`src/laneStreamPkg.sv`:
```
package laneStreamPkg;

    // Number of byte lanes that get aligned
    localparam int NUM_LANES = 4;

    // Width of one lane word
    localparam int LANE_WORD_WIDTH = 8;

    typedef logic [LANE_WORD_WIDTH-1:0] laneWord_t;

    // One bit per lane, for write strobes and almost-full flags
    typedef logic [NUM_LANES-1:0] laneMask_t;

    // One aligned set, lane 0 in the lowest bits
    typedef struct packed {
        laneWord_t [NUM_LANES-1:0] lane;
    } laneSet_t;

endpackage

```
`src/fifoGeometryPkg.sv`:
```
package fifoGeometryPkg;

    // Each lane memory holds 32 words
    localparam int LANE_DEPTH_LOG2 = 5;

    // Lane reports almost full below this many free words
    localparam int LANE_MARGIN = 8;

    // Set FIFO holds 16 entries, one of them kept as a gap
    localparam int SET_DEPTH_LOG2 = 4;

    // Room for the sets still travelling from the lane memories
    localparam int SET_MARGIN = 4;

    // Read enable to valid memory output
    localparam int MEM_LATENCY = 2;

    // Accepted read to valid set FIFO output, the extra cycle moves the read address
    localparam int SET_READ_LATENCY = MEM_LATENCY + 1;

    typedef logic [LANE_DEPTH_LOG2-1:0] laneAddr_t;

endpackage
```
`src/laneAligner.sv`:
```
`timescale 1ns/1ns

module laneAligner
    import fifoGeometryPkg::*, laneStreamPkg::*;
(
    input  logic      clk,
    input  logic      rst,

    // Producer side
    input  laneMask_t laneWrite,
    input  laneSet_t  laneData,
    output laneMask_t laneAlmostFull,

    // Consumer side
    input  logic      grab,
    output logic      setAvailable,
    output laneSet_t  setOut
);

    laneAddr_t [NUM_LANES-1:0] writeAddrs;
    laneAddr_t readAddr;
    logic readEnable;
    logic setValid;
    logic setFifoAlmostFull;

    // Words from all lane memories, one per lane
    wire laneSet_t memSet;

    laneSet_t fifoData;
    logic fifoEmpty;
    logic fifoValid;
    logic fifoRead;

    for (genvar i = 0; i < NUM_LANES; i++) begin : gLaneMem
        fifoMemory #(
            .ADDR_WIDTH(LANE_DEPTH_LOG2),
            .payload_t(laneWord_t)
        ) laneMemory (
            .clk(clk),
            .writeEnable(laneWrite[i]),
            .writeAddr(writeAddrs[i]),
            .dataIn(laneData.lane[i]),
            .readEnable(readEnable),
            .readAddr(readAddr),
            .dataOut(memSet.lane[i])
        );
    end

    streamSynchronizer synchronizer (
        .clk(clk),
        .rst(rst),
        .writes(laneWrite),
        .writeAddrs(writeAddrs),
        .almostFulls(laneAlmostFull),
        .slowDown(setFifoAlmostFull),
        .readEnable(readEnable),
        .readAddr(readAddr),
        .setValid(setValid)
    );

    fastFifo #(
        .DEPTH_LOG2(SET_DEPTH_LOG2),
        .ALMOST_FULL_MARGIN(SET_MARGIN),
        .payload_t(laneSet_t)
    ) setFifo (
        .clk(clk),
        .rst(rst),
        .writeEnable(setValid),
        .dataIn(memSet),
        .almostFull(setFifoAlmostFull),
        .readRequest(fifoRead),
        .dataOut(fifoData),
        .empty(fifoEmpty),
        .dataOutValid(fifoValid)
    );

    fifoOutputReg #(
        .payload_t(laneSet_t)
    ) outputReg (
        .clk(clk),
        .rst(rst),
        .fifoEmpty(fifoEmpty),
        .dataFromFifo(fifoData),
        .dataFromFifoValid(fifoValid),
        .readFromFifo(fifoRead),
        .grab(grab),
        .dataAvailable(setAvailable),
        .dataOut(setOut)
    );

endmodule

```
`src/fifoOutputReg.sv`:
```
`timescale 1ns/1ns

module fifoOutputReg #(
    parameter type payload_t = logic [7:0]
) (
    input  logic     clk,
    input  logic     rst,

    // Towards the FIFO read side
    input  logic     fifoEmpty,
    input  payload_t dataFromFifo,
    input  logic     dataFromFifoValid,
    output logic     readFromFifo,

    // Consumer side
    input  logic     grab,
    output logic     dataAvailable,
    output payload_t dataOut
);

    // A read is on its way, a second one would overwrite it
    logic inFlight;

    // Grab only counts while a set is held
    logic take;

    assign take = grab && dataAvailable;
    assign readFromFifo = !fifoEmpty && (take || (!dataAvailable && !inFlight));

    always_ff @(posedge clk) begin
        if (rst) begin
            dataAvailable <= 1'b0;
            inFlight <= 1'b0;
        end else begin
            if (dataFromFifoValid) begin
                dataAvailable <= 1'b1;
                inFlight <= 1'b0;
            end else if (take) begin
                dataAvailable <= 1'b0;
            end
            // Never together with dataFromFifoValid
            if (readFromFifo) begin
                inFlight <= 1'b1;
            end
        end
    end

    always_ff @(posedge clk) begin
        if (dataFromFifoValid) begin
            dataOut <= dataFromFifo;
        end
    end

    noOverwriteOfHeldSet: assert property (
        @(posedge clk) disable iff (rst)
        dataFromFifoValid |-> !(dataAvailable && !grab)
    ) else $error("FIFO data arrived while a set was still held");

endmodule

```
`src/fastFifo.sv`:
```
`timescale 1ns/1ns

module fastFifo
    import fifoGeometryPkg::*;
#(
    parameter int DEPTH_LOG2 = SET_DEPTH_LOG2,
    parameter int ALMOST_FULL_MARGIN = SET_MARGIN,
    parameter type payload_t = logic [7:0]
) (
    input  logic     clk,
    input  logic     rst,

    // Write side
    input  logic     writeEnable,
    input  payload_t dataIn,
    output logic     almostFull,

    // Read side, dataOut holds the last read entry
    input  logic     readRequest,
    output payload_t dataOut,
    output logic     empty,
    output logic     dataOutValid
);

    logic [DEPTH_LOG2-1:0] writeAddr;
    logic [DEPTH_LOG2-1:0] readAddr;
    logic [DEPTH_LOG2-1:0] writesLeft;

    logic isReading;
    logic memReadEnable;
    logic [SET_READ_LATENCY-1:0] validPipe;

    assign writesLeft = readAddr - writeAddr;

    // readAddr points at the entry read last, writeAddr one past the newest
    assign empty = writesLeft == '1;
    assign isReading = readRequest && !empty;
    assign dataOutValid = validPipe[SET_READ_LATENCY-1];

    always_ff @(posedge clk) begin
        if (rst) begin
            writeAddr <= DEPTH_LOG2'(1);
            readAddr <= '0;
            almostFull <= 1'b0;
            memReadEnable <= 1'b0;
            validPipe <= '0;
        end else begin
            writeAddr <= writeAddr + writeEnable;
            readAddr <= readAddr + isReading;
            almostFull <= writesLeft < ALMOST_FULL_MARGIN;
            // Address moves first, memory reads the new slot a cycle later
            memReadEnable <= isReading;
            validPipe <= {validPipe[SET_READ_LATENCY-2:0], isReading};
        end
    end

    fifoMemory #(
        .ADDR_WIDTH(DEPTH_LOG2),
        .payload_t(payload_t)
    ) setMemory (
        .clk(clk),
        .writeEnable(writeEnable),
        .writeAddr(writeAddr),
        .dataIn(dataIn),
        .readEnable(memReadEnable),
        .readAddr(readAddr),
        .dataOut(dataOut)
    );

    noWriteWhenFull: assert property (
        @(posedge clk) disable iff (rst)
        writeEnable |-> writesLeft != '0
    ) else $error("write into a full FIFO");

endmodule

```
`src/streamSynchronizer.sv`:
```
`timescale 1ns/1ns

module streamSynchronizer
    import fifoGeometryPkg::*, laneStreamPkg::*;
(
    input  logic                      clk,
    input  logic                      rst,

    // Write side with one counter per lane
    input  laneMask_t                 writes,
    output laneAddr_t [NUM_LANES-1:0] writeAddrs,
    output laneMask_t                 almostFulls,

    // Read side shared by all lane memories
    input  logic                      slowDown,
    output logic                      readEnable,
    output laneAddr_t                 readAddr,
    output logic                      setValid
);

    // Next slot to release, common to every lane
    laneAddr_t readPtr;

    laneAddr_t [NUM_LANES-1:0] freeWords;
    laneMask_t laneFull;
    laneMask_t hasData;

    // Slot being read still holds an unread word in that lane
    laneMask_t readSlotFilled;

    logic releaseSet;
    logic [1:0] pacePhase;

    // Tracks a read through the memory pipeline
    logic [MEM_LATENCY-1:0] validPipe;

    for (genvar i = 0; i < NUM_LANES; i++) begin : gLane
        // One slot stays unused so a full lane differs from an empty one
        assign freeWords[i] = readPtr - writeAddrs[i] - 1'b1;
        assign laneFull[i] = freeWords[i] == '0;
        assign readSlotFilled[i] = writeAddrs[i] != readAddr;

        always_ff @(posedge clk) begin
            if (rst) begin
                writeAddrs[i] <= '0;
                hasData[i] <= 1'b0;
                almostFulls[i] <= 1'b0;
            end else begin
                writeAddrs[i] <= writeAddrs[i] + writes[i];
                hasData[i] <= writeAddrs[i] != readPtr;
                almostFulls[i] <= freeWords[i] < LANE_MARGIN;
            end
        end
    end

    // Release at most one set every three cycles.
    // The gap lets readPtr and hasData settle before the next decision
    always_ff @(posedge clk) begin
        if (rst) begin
            pacePhase <= '0;
            releaseSet <= 1'b0;
            readEnable <= 1'b0;
            readPtr <= '0;
            readAddr <= '0;
            validPipe <= '0;
        end else begin
            pacePhase <= (pacePhase == 2'd2) ? 2'd0 : pacePhase + 2'd1;
            releaseSet <= pacePhase == 2'd0 && !slowDown && &hasData;
            readEnable <= releaseSet;
            if (releaseSet) begin
                readAddr <= readPtr;
                readPtr <= readPtr + 1'b1;
            end
            validPipe <= {validPipe[MEM_LATENCY-2:0], readEnable};
        end
    end

    // Memory output of the released set is ready here
    assign setValid = validPipe[MEM_LATENCY-1];

    noWriteToFullLane: assert property (
        @(posedge clk) disable iff (rst)
        (writes & laneFull) == '0
    ) else $error("write to a lane with no free words");

    // Write counters must still be past the slot under read in every lane
    readNeedsAllLanes: assert property (
        @(posedge clk) disable iff (rst)
        readEnable |-> &readSlotFilled
    ) else $error("set read while a lane was empty");

endmodule

```
`src/fifoMemory.sv`:
```
`timescale 1ns/1ns

module fifoMemory #(
    parameter int ADDR_WIDTH = 5,
    parameter type payload_t = logic [7:0]
) (
    input  logic                  clk,

    // Write port
    input  logic                  writeEnable,
    input  logic [ADDR_WIDTH-1:0] writeAddr,
    input  payload_t              dataIn,

    // Read port, two register stages
    input  logic                  readEnable,
    input  logic [ADDR_WIDTH-1:0] readAddr,
    output payload_t              dataOut
);

    payload_t storage [2**ADDR_WIDTH];
    payload_t readStage;

    // Marks a read sitting in readStage
    logic readEnableD;

    always_ff @(posedge clk) begin
        if (writeEnable) begin
            storage[writeAddr] <= dataIn;
        end
    end

    // Each stage only moves when a read passes through it,
    // so dataOut keeps the last word read
    always_ff @(posedge clk) begin
        readEnableD <= readEnable;
        if (readEnable) begin
            readStage <= storage[readAddr];
        end
        if (readEnableD) begin
            dataOut <= readStage;
        end
    end

    writeAddrKnown: assert property (
        @(posedge clk) writeEnable |-> !$isunknown(writeAddr)
    ) else $error("memory write with unknown address");

endmodule

```
`config.mk`:
```
export PLATFORM = sky130hd
export DESIGN_NAME = laneAligner
export DESIGN_NICKNAME = d
export VERILOG_FILES = /design/src/laneStreamPkg.sv /design/src/fifoGeometryPkg.sv /design/src/laneAligner.sv /design/src/fifoOutputReg.sv /design/src/fastFifo.sv /design/src/streamSynchronizer.sv /design/src/fifoMemory.sv
export SDC_FILE = /design/constraint.sdc
export NUM_CORES = 1
export LEC_CHECK = 0
export ABC_CLOCK_PERIOD_IN_PS = 3900
export BUFFER_PORTS_ARGS = -buffer_cell sky130_fd_sc_hd__clkbuf_2
export CAP_MARGIN = 20
export CORE_UTILIZATION = 25
export CTS_CLUSTER_SIZE = 16
export DETAILED_ROUTE_END_ITERATION = 10
export GPL_TIMING_DRIVEN = 0
export PLACE_DENSITY_LB_ADDON = 0.05
export SYNTH_ARGS = -nofsm -noshare
export SYNTH_HDL_FRONTEND = slang
export SYNTH_HIERARCHICAL = 1
export SYNTH_SLANG_ARGS = --single-unit
export TNS_END_PERCENT = 30
```
`constraint.sdc`:
```
create_clock -name clk -period 3.9 [get_ports clk]
set_clock_uncertainty 0.05 [all_clocks]
set_input_delay 0.78 -clock clk [delete_from_list [all_inputs] [get_ports clk]]
set_output_delay 0.78 -clock clk [all_outputs]
set_load 0.1 [all_outputs]
```
==> metrics.md <==
| Metric | Value |
|---|---|
| Outcome | finished clean |
| Synth Register Bits | 1759 |
| Design Area, Final | 78500 um2 |
| DP Area | 72000 um2 |
| WP buf/inv | 2 |
| Metal3 WL | 7.49 mm |
| Max clock buf depth | 3 |
| Syn_area_per_cell | 23.0 um2 |
| Family with the most delay on the worst path | multiplexers |
| CP arrival | 4270 ps |
| CTS tree | yes |
| Tot GR Track Use | 0.134 |
| 1st-pass router iterations | 7 |
| Synth Area in Compound Gates | 0.00980 |
| Post-Synth Adder-Cell Area | 0.00671 |
| Pin count of the biggest net entering global routing | 33 |
| Max Clk Rate | 264 MHz |
| Post-CTS Resized | 0 |
| IO Port Bufs | 75 |
| Main combinational cell family by area after synthesis | multiplexers |
| R2R cell count | 5 |
| Clock-pin slew on the worst setup and hold paths | 60 ps |
| Sw power | 8110 uW |
| DRC | 0 |
| I/O Pins | 76 |
| Initial antenna violation count | 15 |
| Leak Pwr | 0.0234 uW |
| Crit-path max FO | 10 |
| Ys async rst share | 0 |
| Routed wire length | 178 mm |
| Seq/Total Area, Yosys | 0.786 |
| Sequential Power Share | 0.521 |
| Antenna Nets Post-Route | 0 |
| Share of cells above drive strength 1 | 0.288 |
| Die W | 517 um |
| GPL Wtd Cong | 0.711 |
| Starting Density | 0.252 |
| Setup crit start | synchronizer/readAddr[2] |
| Num rows | 188 |
| Post-synth EDFFs | 1696 |
| # placed instances | 6510 |
| Hold Crit Class | input pin to register |
| Critical path endpoint category | register |
| Unique masters post-synth | 48 |
| Period utilization | 0.972 |
| Cell Pwr Density | 507 nW/um2 |
| Largest area contributor in the netlist | edfxtp_1 |
| Slew HR | 0.266 |
| Simple-gate portion of the synthesized area | 0.0235 |
| CP startpoint kind | register |
| M1 WL | 78.4 mm |
| Worst R2R Start | synchronizer/readAddr[2] |
| Most frequent cells in the layout | edfxtp_1, mux4_2, clkbuf_16 |
| Worst path slowest cell | buf_1 |
| Total clock sinks | 1759 |
| WL/cell | 25.8 um |
| Int Pwr | 31700 uW |
| Worst Path Required | 4380 ps |
| Initial detailed-routing violation count | 1847 |
| Post-DP HPWL | 118 mm |
| Crit path top cell by count | mux4_2 |
| MaxCap Viol Count | 0 |
| Post-CTS setup buffer count | 0 |
| Post-Syn Area | 66400 um2 |
| Syn nets | 2956 |
| Peak supply drop | 0.464 mV |
| Area delta synth->final | 18.2% |
| Worst r2r dst | gLaneMem[1].laneMemory/readStage[3] |
| First-pass GRT wire length | 250 mm |
| Final Hold Viols | 0 |
| Gate power share | 0.013 |
| Crit path capture | gLaneMem[1].laneMemory/readStage[3] |
| Grt ovf | 0 |
| Synth top area cells | edfxtp_1, mux4_2, dfxtp_1, nor2_1, a22oi_1 |
| Most common cell after layout, fill and taps aside | edfxtp_1 |
| Top Layer Used | met5 |
| Least-Margin Pin Slew | 1100 ps |
| Final setup violation count | 0 |
| Fin cells | 6893 |
| Avg Vias per Cell | 4.34 |
| Critical path cell sequence | clkbuf_1, buf_1, mux4_2, mux4_2, mux2_2 |
| RSZ-0062 raised after global routing | false |
| Pins Over Slew Limit | 0 |
| Die ar. | 268000 um2 |
| Clock power frac | 0.466 |
| Critical Path Max Stage Delay | 700 ps |
| Core area | 263000 um2 |
| Layout Nets | 3277 |
| Warnings from Yosys | 6 |
| Wire length on met2 | 87.7 mm |
| Mux contribution to synthesized area | 0.158 |
| Crit Path Category | register to register |
| Crit path time final | 3790 ps |
| Post-Synth XOR/XNOR Area | 0.00418 |
| Vias in the first global route | 32502 |
| Cts bufs inserted | 206 |
| Clock Latency Late Sink | 810 ps |
| Crit path depth | 5 |
| H-tree levels | 4 |
| Switching share of power | 0.204 |
| Mapped Cells | 2882 |
| Die extent in y | 517 um |
| Post-synth top area share | 0.767 |
| Reg2Reg Setup Slack | 110 ps |
| Hold buffers post-CTS | 0 |
| Total number of vias | 29915 |
| CTS Root Cell | clkbuf_16 |
| Main flop type after synthesis | edfxtp_1 |
[per-layer routing]
| metal | up-vias | track usage |
|---|---|---|
| met5 | - | 0 |
| met4 | 4 | 0.0346 |
| met3 | 271 | 0.0259 |
| met2 | 608 | 0.226 |
| met1 | 16240 | 0.175 |
| li1 | 12792 | - |
[layout make-up]
type / count / area (um2)
antenna: 6 / 15.0
buffer: 131 / 694
clock buffer: 269 / 5490
clock inverter: 108 / 1020
fill: 25406 / 185000
inverter: 25 / 93.8
multi-input combinational: 967 / 13600
sequential: 1759 / 52200
tap: 3515 / 4400
timing repair buffer: 113 / 1060
[logic make-up (layout without fill, tap and decap cells)]
kind of cell,after synthesis,in the layout
AOI/OAI and AO/OA,89,89
xor gates and xnor gates,30,30
and+or+nand+nor,327,327
buffers and inverters,156,646
muxes,486,486
DFF,1759,1759
adders and majority gates,35,35
other,0,6
[worst min path at each step]
stage	start	slack (ps)	depth (start not counted)	end
detailed placement	setFifo/setMemory/dataOut[13]	350	0	outputReg/dataOut[13]
global placement	setFifo/setMemory/dataOut[24]	350	0	outputReg/dataOut[24]
CTS	rst	160	2	setFifo/validPipe[2]
floorplan	gLaneMem[0].laneMemory/readStage[0]	350	0	gLaneMem[0].laneMemory/dataOut[0]
finish	rst	240	2	setFifo/validPipe[2]
global route	rst	210	2	setFifo/validPipe[2]
[through the flow]
stage / hold WS [ps] / util / total power [uW] / setup TNS (ps) / worst slack (ps)
global placement: 351 / 0.270 / 21600 / -728730 / -3260
CTS: 165 / 0.298 / 40500 / 0 / 75.1
global route: 211 / 0.298 / 41200 / 0 / 41.1
finish: 242 / 0.298 / 39800 / 0 / 110
floorplan: 350 / - / 21300 / 0 / 321
detailed placement: 355 / 0.274 / 21700 / 0 / 71.1
[flip-flops by register name, indices dropped and copies added, names as in the netlist, 4 cells and up]
| signal | count |
|---|---|
| synchronizer/almostFulls | 4 |
| gLaneMem.laneMemory/readStage | 32 |
| gLaneMem.laneMemory/dataOut | 32 |
| setFifo/writeAddr | 4 |
| setFifo/readAddr | 4 |
| synchronizer/hasData | 4 |
| setFifo/setMemory/storage | 512 |
| synchronizer/readPtr | 5 |
| outputReg/dataOut | 32 |
| setFifo/setMemory/dataOut | 32 |
| synchronizer/readAddr | 5 |
| gLaneMem.laneMemory/readEnableD | 4 |
| setFifo/setMemory/readStage | 32 |
| gLaneMem.laneMemory/storage | 1024 |
| synchronizer/writeAddrs | 20 |
[synthesized netlist by cell type, types with 8 or more instances]
master and count:
a22oi_1 64, buf_1 33, buf_2 12, buf_4 36, clkbuf_1 43, dfxtp_1 63, edfxtp_1 1696, ha_1 34
inv_1 25, mux2_2 32, mux4_2 448, nand2_1 42, nand3_1 21, nand3b_1 25, nor2_1 174, nor2b_1 19
nor3_1 8, or3b_2 13, xnor2_1 17, xor2_1 11
[worst reg2reg max path, delay by kind of cell (launching register included)]
family / cells / cell delay, ps
mux: 3 / 1440
flops: 1 / 670
buf+inv: 2 / 1360
[power by group through the flow]
stage          combinational [uW]  sequential, uW  clock, uW
2_1_floorplan                 179           21100          0
3_3_place_gp                  534           21100          0
3_5_place_dp                  557           21100          0
4_1_cts                       558           20700      19200
5_1_grt                       580           20700      19900
6_report                      530           20700      18500
(Power assumes the default switching activity.)
